`config.mk`:
```
export PLATFORM = sky130hd
export DESIGN_NAME = ig_top
export DESIGN_NICKNAME = d
export VERILOG_FILES = /design/src/hdl/ig_pkg.sv /design/src/hdl/grad_writer.sv /design/src/hdl/gradient_calc.sv /design/src/hdl/ig_top.sv /design/src/hdl/line_window.sv /design/src/hdl/pixel_fetch.sv
export SDC_FILE = /design/constraint.sdc
export NUM_CORES = 2
export LEC_CHECK = 0
export BUFFER_PORTS_ARGS = -buffer_cell sky130_fd_sc_hd__buf_2
export CAP_MARGIN = 25
export CORE_UTILIZATION = 40
export DETAILED_ROUTE_END_ITERATION = 7
export HOLD_SLACK_MARGIN = 0.12
export PLACE_DENSITY_LB_ADDON = 0.1
export SYNTH_ARGS = -nofsm -noshare
export SYNTH_HDL_FRONTEND = slang
export SYNTH_SLANG_ARGS = --single-unit
```
`constraint.sdc`:
```
create_clock -name clk -period 71.9 [get_ports clk]
set_clock_uncertainty 0.15 [all_clocks]
set_input_delay 3.595 -clock clk [delete_from_list [all_inputs] [get_ports clk]]
set_output_delay 3.595 -clock clk [all_outputs]
set_load 0.02 [all_outputs]
```
`src/hdl/ig_pkg.sv`:
```
package ig_pkg;

    // ------------------------------------------------------------------
    // image geometry
    // ------------------------------------------------------------------
    localparam int img_w      = 256;
    localparam int img_h      = 256;
    localparam int addr_w     = 16;
    localparam int pix_w      = 8;
    localparam int coord_w    = $clog2(img_w);
    localparam int diff_w     = 10;
    localparam int grad_w     = 2 * diff_w;
    // one full line plus the pixel below
    localparam int line_delay = img_w + 1;

    // ------------------------------------------------------------------
    // stage beats
    // ------------------------------------------------------------------
    // fetch to window
    typedef struct packed {
        logic               valid;
        logic               flush;
        logic [coord_w-1:0] x;
        logic [coord_w-1:0] y;
        logic [pix_w-1:0]   pixel;
    } pix_beat_t;

    // window to calc
    typedef struct packed {
        logic              valid;
        logic [addr_w-1:0] addr;
        logic [pix_w-1:0]  cur;
        logic [pix_w-1:0]  right;
        logic [pix_w-1:0]  below;
        logic              last_col;
        logic              last_row;
    } window_t;

    // gx in the upper half
    typedef struct packed {
        logic signed [diff_w-1:0] gx;
        logic signed [diff_w-1:0] gy;
    } grad_fields_t;

    typedef union packed {
        grad_fields_t      f;
        logic [grad_w-1:0] raw;
    } grad_word_u;

    // calc to writer
    typedef struct packed {
        logic              valid;
        logic [addr_w-1:0] addr;
        grad_word_u        word;
    } grad_beat_t;

endpackage

```
`src/hdl/grad_writer.sv`:
```
`timescale 1ns/1ps

module grad_writer
    import ig_pkg::*;
(
    input  logic              clk,
    input  logic              reset,
    input  grad_beat_t        grad,
    output logic              grad_wr,
    output logic [addr_w-1:0] grad_addr,
    output logic [grad_w-1:0] grad_do,
    output logic              done
);

    logic last_write;

    assign last_write = grad_wr && grad_addr == addr_w'(img_w * img_h - 1);

    // ------------------------------------------------------------------
    // memory write port
    // ------------------------------------------------------------------
    always_ff @(posedge clk) begin
        grad_addr <= grad.addr;
        // memory takes the word as one raw value
        grad_do   <= grad.word.raw;
        if (reset) begin
            grad_wr <= 1'b0;
        end else begin
            grad_wr <= grad.valid;
        end
    end

    // sticky until the next reset
    always_ff @(posedge clk) begin
        if (reset) begin
            done <= 1'b0;
        end else if (last_write) begin
            done <= 1'b1;
        end
    end

endmodule

```
`src/hdl/gradient_calc.sv`:
```
`timescale 1ns/1ps

module gradient_calc
    import ig_pkg::*;
(
    input  logic       clk,
    input  logic       reset,
    input  window_t    win,
    output grad_beat_t grad
);

    logic signed [diff_w-1:0] cur_s;
    logic signed [diff_w-1:0] right_s;
    logic signed [diff_w-1:0] below_s;
    logic signed [diff_w-1:0] gx;
    logic signed [diff_w-1:0] gy;
    grad_word_u               word_n;

    // zero-extend pixels into the signed range
    assign cur_s   = signed'({{(diff_w - pix_w){1'b0}}, win.cur});
    assign right_s = signed'({{(diff_w - pix_w){1'b0}}, win.right});
    assign below_s = signed'({{(diff_w - pix_w){1'b0}}, win.below});

    assign gx = right_s - cur_s;
    assign gy = below_s - cur_s;

    // ------------------------------------------------------------------
    // edge masking and packing
    // ------------------------------------------------------------------
    always_comb begin
        word_n.f.gx = win.last_col ? '0 : gx;
        word_n.f.gy = win.last_row ? '0 : gy;
    end

    always_ff @(posedge clk) begin
        grad.addr <= win.addr;
        grad.word <= word_n;
        if (reset) begin
            grad.valid <= 1'b0;
        end else begin
            grad.valid <= win.valid;
        end
    end

endmodule

```
`src/hdl/ig_top.sv`:
```
`timescale 1ns/1ps

module ig_top
    import ig_pkg::*;
(
    input  logic              clk,
    input  logic              reset,
    output logic              img_rd,
    output logic [addr_w-1:0] img_addr,
    input  logic [pix_w-1:0]  img_di,
    output logic              grad_wr,
    output logic [addr_w-1:0] grad_addr,
    output logic [grad_w-1:0] grad_do,
    output logic              done
);

    pix_beat_t  pix_beat;
    window_t    win;
    grad_beat_t grad;

    // ------------------------------------------------------------------
    // fetch, window, calc, write
    // ------------------------------------------------------------------
    pixel_fetch fetch_i (
        .clk      (clk),
        .reset    (reset),
        .img_rd   (img_rd),
        .img_addr (img_addr),
        .img_di   (img_di),
        .beat     (pix_beat)
    );

    line_window window_i (
        .clk   (clk),
        .reset (reset),
        .beat  (pix_beat),
        .win   (win)
    );

    gradient_calc calc_i (
        .clk   (clk),
        .reset (reset),
        .win   (win),
        .grad  (grad)
    );

    grad_writer writer_i (
        .clk       (clk),
        .reset     (reset),
        .grad      (grad),
        .grad_wr   (grad_wr),
        .grad_addr (grad_addr),
        .grad_do   (grad_do),
        .done      (done)
    );

endmodule

```
`src/hdl/line_window.sv`:
```
`timescale 1ns/1ps

module line_window
    import ig_pkg::*;
(
    input  logic      clk,
    input  logic      reset,
    input  pix_beat_t beat,
    output window_t   win
);

    // together with the incoming pixel this spans line_delay beats
    logic [pix_w-1:0]  line_q [line_delay-1];
    logic [pix_w-1:0]  pix_in;
    logic              start;
    logic              running;
    logic              emit;
    logic              emit_done;
    logic [addr_w-1:0] emit_addr;

    // flush beats carry no pixel
    assign pix_in = beat.flush ? '0 : beat.pixel;

    // ------------------------------------------------------------------
    // line shift register
    // ------------------------------------------------------------------
    always_ff @(posedge clk) begin
        if (beat.valid) begin
            line_q[0] <= pix_in;
            for (int i = 1; i < line_delay - 1; i++) begin
                line_q[i] <= line_q[i-1];
            end
        end
    end

    // first pixel of row 1 is the beat that fills the window
    assign start = beat.valid && !beat.flush && beat.x == '0
                   && beat.y == coord_w'(1);
    assign emit  = beat.valid && (running || start) && !emit_done;

    // ------------------------------------------------------------------
    // emit counter and output register
    // ------------------------------------------------------------------
    always_ff @(posedge clk) begin
        win.addr     <= emit_addr;
        win.cur      <= line_q[line_delay-2];
        win.right    <= line_q[line_delay-3];
        win.below    <= pix_in;
        win.last_col <= emit_addr[coord_w-1:0] == coord_w'(img_w - 1);
        win.last_row <= emit_addr[addr_w-1:coord_w] == coord_w'(img_h - 1);
        if (reset) begin
            running   <= 1'b0;
            emit_done <= 1'b0;
            emit_addr <= '0;
            win.valid <= 1'b0;
        end else begin
            win.valid <= emit;
            if (start) begin
                running <= 1'b1;
            end
            if (emit) begin
                emit_addr <= emit_addr + 1'b1;
                // the trailing flush beat finds nothing left to emit
                if (emit_addr == addr_w'(img_w * img_h - 1)) begin
                    emit_done <= 1'b1;
                end
            end
        end
    end

endmodule

```
`src/hdl/pixel_fetch.sv`:
```
`timescale 1ns/1ps

module pixel_fetch
    import ig_pkg::*;
(
    input  logic              clk,
    input  logic              reset,
    output logic              img_rd,
    output logic [addr_w-1:0] img_addr,
    input  logic [pix_w-1:0]  img_di,
    output pix_beat_t         beat
);

    logic                          started;
    logic                          flushing;
    logic [$clog2(line_delay)-1:0] flush_cnt;
    logic                          rd_q;
    logic                          flush_q;
    logic [addr_w-1:0]             addr_q;

    // ------------------------------------------------------------------
    // read sequencer: one raster pass, then the flush run
    // ------------------------------------------------------------------
    always_ff @(posedge clk) begin
        if (reset) begin
            started   <= 1'b0;
            img_rd    <= 1'b0;
            img_addr  <= '0;
            flushing  <= 1'b0;
            flush_cnt <= '0;
        end else if (!started) begin
            started <= 1'b1;
            img_rd  <= 1'b1;
        end else if (img_rd) begin
            if (img_addr == addr_w'(img_w * img_h - 1)) begin
                img_rd   <= 1'b0;
                flushing <= 1'b1;
            end else begin
                img_addr <= img_addr + 1'b1;
            end
        end else if (flushing) begin
            // line_delay beats in total
            if (int'(flush_cnt) == line_delay - 1) begin
                flushing <= 1'b0;
            end
            flush_cnt <= flush_cnt + 1'b1;
        end
    end

    // address held one cycle to meet the returning pixel
    always_ff @(posedge clk) begin
        addr_q <= img_addr;
        if (reset) begin
            rd_q    <= 1'b0;
            flush_q <= 1'b0;
        end else begin
            rd_q    <= img_rd;
            flush_q <= flushing;
        end
    end

    assign beat.valid = rd_q | flush_q;
    assign beat.flush = flush_q;
    assign beat.x     = addr_q[coord_w-1:0];
    assign beat.y     = addr_q[addr_w-1:coord_w];
    assign beat.pixel = img_di;

endmodule

```
==> metrics.md <==
| Metric | Value |
|---|---|
| Seq. cell area | `0.06506 sq mm` |
| Crit path top cell by count | `buf_4` |
| Sink Count | `2,226` |
| Routed WL per cell | `16.32 microns` |
| R2R cell count | `9` |
| # IOs | `65` |
| Nets | `2,901` |
| Clock power frac | `43.2%` |
| Yosys top cell by area | `edfxtp_1` |
| Largest net degree at the start of global routing | `211` |
| Drt total wl | `85,950 microns` |
| Final Hold Fails | `0` |
| Hpwl dp | `36,560 microns` |
| Die Wd | `412.3 microns` |
| Number of synthesized register bits | `2,226` |
| CTS resizes | `0` |
| Worst skew pair latency | `0.82 ns` |
| WP data arrival | `7.41 ns` |
| Maximum vdd ir drop | `0.02428 mV` |
| DRT Pass-1 Iters | `5` |
| Worst setup margin | `64.80 ns` |
| Sw Ratio | `19.33%` |
| Vias in the first global route | `23,860` |
| CTS Buffer Depth | `3` |
| Gpl congestion | `0.7085` |
| Top post-synthesis cells by area | `edfxtp_1 91%, dfxtp_1 5.3%, ha_1 0.37%, nor2_1 0.27%, nor2b_1 0.23%` |
| H-tree Lvls | `4` |
| Hold Crit Class | `flip-flop to flip-flop` |
| Worst-path clk slew | `0.06 ns` |
| Critical path cell sequence | `nor2_1 -> inv_8 -> buf_12 -> buf_4 -> buf_4 -> buf_4 -> buf_4 -> buf_4 -> buf_16` |
| Post-synth EDFFs | `2,048` |
| CP max stage cell | `buf_4` |
| Ys flop type | `edfxtp_1` |
| Required time worst endpoint | `72.21 ns` |
| DRC viols | `0` |
| Post-synth top area share | `91.32%` |
| Final Max Slew Viols | `0` |
| Post-route ant nets | `0` |
| Sequential element share of the synthesized area | `96.61%` |
| Mapped Cells | `2,575` |
| Worst slack, placed | `64.10 ns` |
| Count of buffers from port buffering | `64` |
| Element type at the critical path start | `flip-flop` |
| CP max FO | `210` |
| Syn. warnings | `0` |
| Setup TNS | `0 ns` |
| Sw Pwr | `0.0004926 W` |
| Max Freq | `140.8 MHz` |
| Yosys cell types | `53` |
| Int Pwr | `0.002056 W` |
| Synthesized Nets | `2,607` |
| Setup repair bufs after CTS | `0` |
| Core area | `0.1672 sq mm` |
| LEAKAGE | `19.76 nW` |
| DIE AREA | `0.1700 sq mm` |
| All-Layer GR Usage | `10.36%` |
| CP Class | `flip-flop to flip-flop` |
| Most frequent cells after synthesis | `2,048 x edfxtp_1, 178 x dfxtp_1, 49 x nor2_1, 25 x nor2b_1, 23 x inv_1` |
| Fin crit share | `9.881%` |
| Outcome | `finished, final reports clean` |
| Logic pwr share | `1.1%` |
| FP Rows | `150` |
| Mapped Avg Cell Area | `26.15 sq um` |
| CTS root buf | `clkbuf_16` |
| Crit end category | `flip-flop` |
| Finished Layout Cells | `5,267` |
| Max_cap viols | `0` |
| Area of the multi-input gates | `0.002087 sq mm` |
| Cts hold-fix bufs | `0` |
| CTS tree | `done` |
| CTS buffer count | `219` |
| Actual slew at the worst max-slew pin | `1.130 ns` |
| Die height | `412.3 microns` |
| Max stage delay on crit path | `0.87 ns` |
| Fill cells | `13,550` |
| Initial DRC Count | `2,199` |
| Mapped cell area | `0.06735 sq mm` |
| Initial antenna violation count | `6` |
| Unrepaired setup endpoints after global routing | `no` |
| Power Density | `32.80 mW/mm^2` |
| Area Growth Syn to Fin | `15.39%` |
| Final period demand of the worst path | `7.104 ns` |
| Placed cell count | `4,846` |
| Most numerous cell in the Yosys netlist | `edfxtp_1` |
| GR Overflow Total | `0` |
| Relative max-transition margin | `24.66%` |
| Fraction of registers with async set/reset | `0%` |
| Share of cells above drive strength 1 | `13.79%` |
| Initial Utilization | `40.27%` |
| Flop pwr share | `55.8%` |
| First-pass GRT wire length | `139,700 microns` |
| Vias post-DR | `23,750` |
| Hold depth | `0` |
| Vias per cell | `4.509` |
| Setup violators final | `0` |
| Total power draw | `0.002549 W` |
==> per-layer routing <==
layer  wire length [microns]  vias to the layer above  track usage (%)
met1                   45520                    12280            16.90
met2                   33900                      409            12.65
met3                    3950                      201            2.834
met5                       0                        -                0
met4                    2586                        0            4.387
li1                        -                    10860                -
==> stage by stage <==
stage               utilization (%)  area (sq um)  hold slack, ns
finish                        46.47         77710          0.1754
global route                  46.47         77710          0.1864
CTS                           46.37         77540          0.1767
detailed placement            42.17         70510          0.1628
global placement              42.16         70510          0.1685
floorplan                         -         67350          0.1596
==> final cells by class <==
class / instances / area share, %
antenna: 3 / 0.009661
clock buffer: 285 / 7.619
clock inverter: 127 / 1.417
inverter: 23 / 0.1208
multi-input combinational: 310 / 2.686
sequential: 2226 / 83.73
tap: 2204 / 3.549
timing repair buffer: 89 / 0.8727
==> flip-flops by register name, indices dropped and copies added, names as in the netlist, 9 cells and up <==
name                flops
window_i.line_q      2048
window_i.win           43
calc_i.grad            35
writer_i.grad_do       18
fetch_i.addr_q         16
fetch_i.img_addr       16
window_i.emit_addr     16
writer_i.grad_addr     16
fetch_i.flush_cnt       9
==> critical path: cells and delay by family (launching register included) <==
kind | cells | cell delay [ns]
buf+inv | 8 | 5.37
flops | 1 | 0.68
simple gates | 1 | 0.30
==> cell families (layout without fill, tap and decap cells) <==
family,after synthesis,in the layout,synth area share (%)
muxes,7,7,0.1152
adders and majority gates,22,22,0.4310
and+or+nand+nor,197,197,1.657
buffers and inverters,39,524,0.2917
DFF,2226,2226,96.61
AOI/OAI and AO/OA,62,62,0.6094
xor gates and xnor gates,22,22,0.2861
other,0,3,0
==> power by group through the flow <==
stage / clock (W) / sequential (W) / combinational (W)
global placement: 0 / 0.00145 / 0.0000251
CTS: 0.00115 / 0.00142 / 0.0000268
finish: 0.00110 / 0.00142 / 0.0000270
global route: 0.00119 / 0.00142 / 0.0000303
floorplan: 0 / 0.00155 / 0.0000180
detailed placement: 0 / 0.00145 / 0.0000272
==> final timing paths <==
check,startpoint,end,slack (ns)
setup reg to reg,fetch_i.flush_q,window_i.line_q[178][6],64.80
setup / recovery,fetch_i.flush_q,window_i.line_q[178][6],64.80
hold / removal,calc_i.grad[28],writer_i.grad_addr[8],0.18
hold reg to reg,calc_i.grad[28],writer_i.grad_addr[8],0.18
==> cell usage in the layout, fill, tap and decap left out, types with 6 or more instances in the layout <==
master	instances
edfxtp_1	2048
clkbuf_16	221
dfxtp_1	178
buf_2	64
nor2_1	49
clkbuf_1	49
clkinv_1	49
clkinv_2	45
nor2b_1	25
inv_1	22
ha_1	20
nor3_1	18
nand4_1	17
o21ai_0	17
a21oi_1	17
xnor2_1	16
clkbuf_8	15
bufinv_16	15
buf_4	15
nand2_1	13
nand3_1	12
or3_1	9
nor3b_1	9
nor4_1	9
o21a_1	7
or2_2	6
or4_1	6
mux2_2	6
xor2_1	6
inv_6	6
buf_16	6
Power figures use the tool's default switching activity.
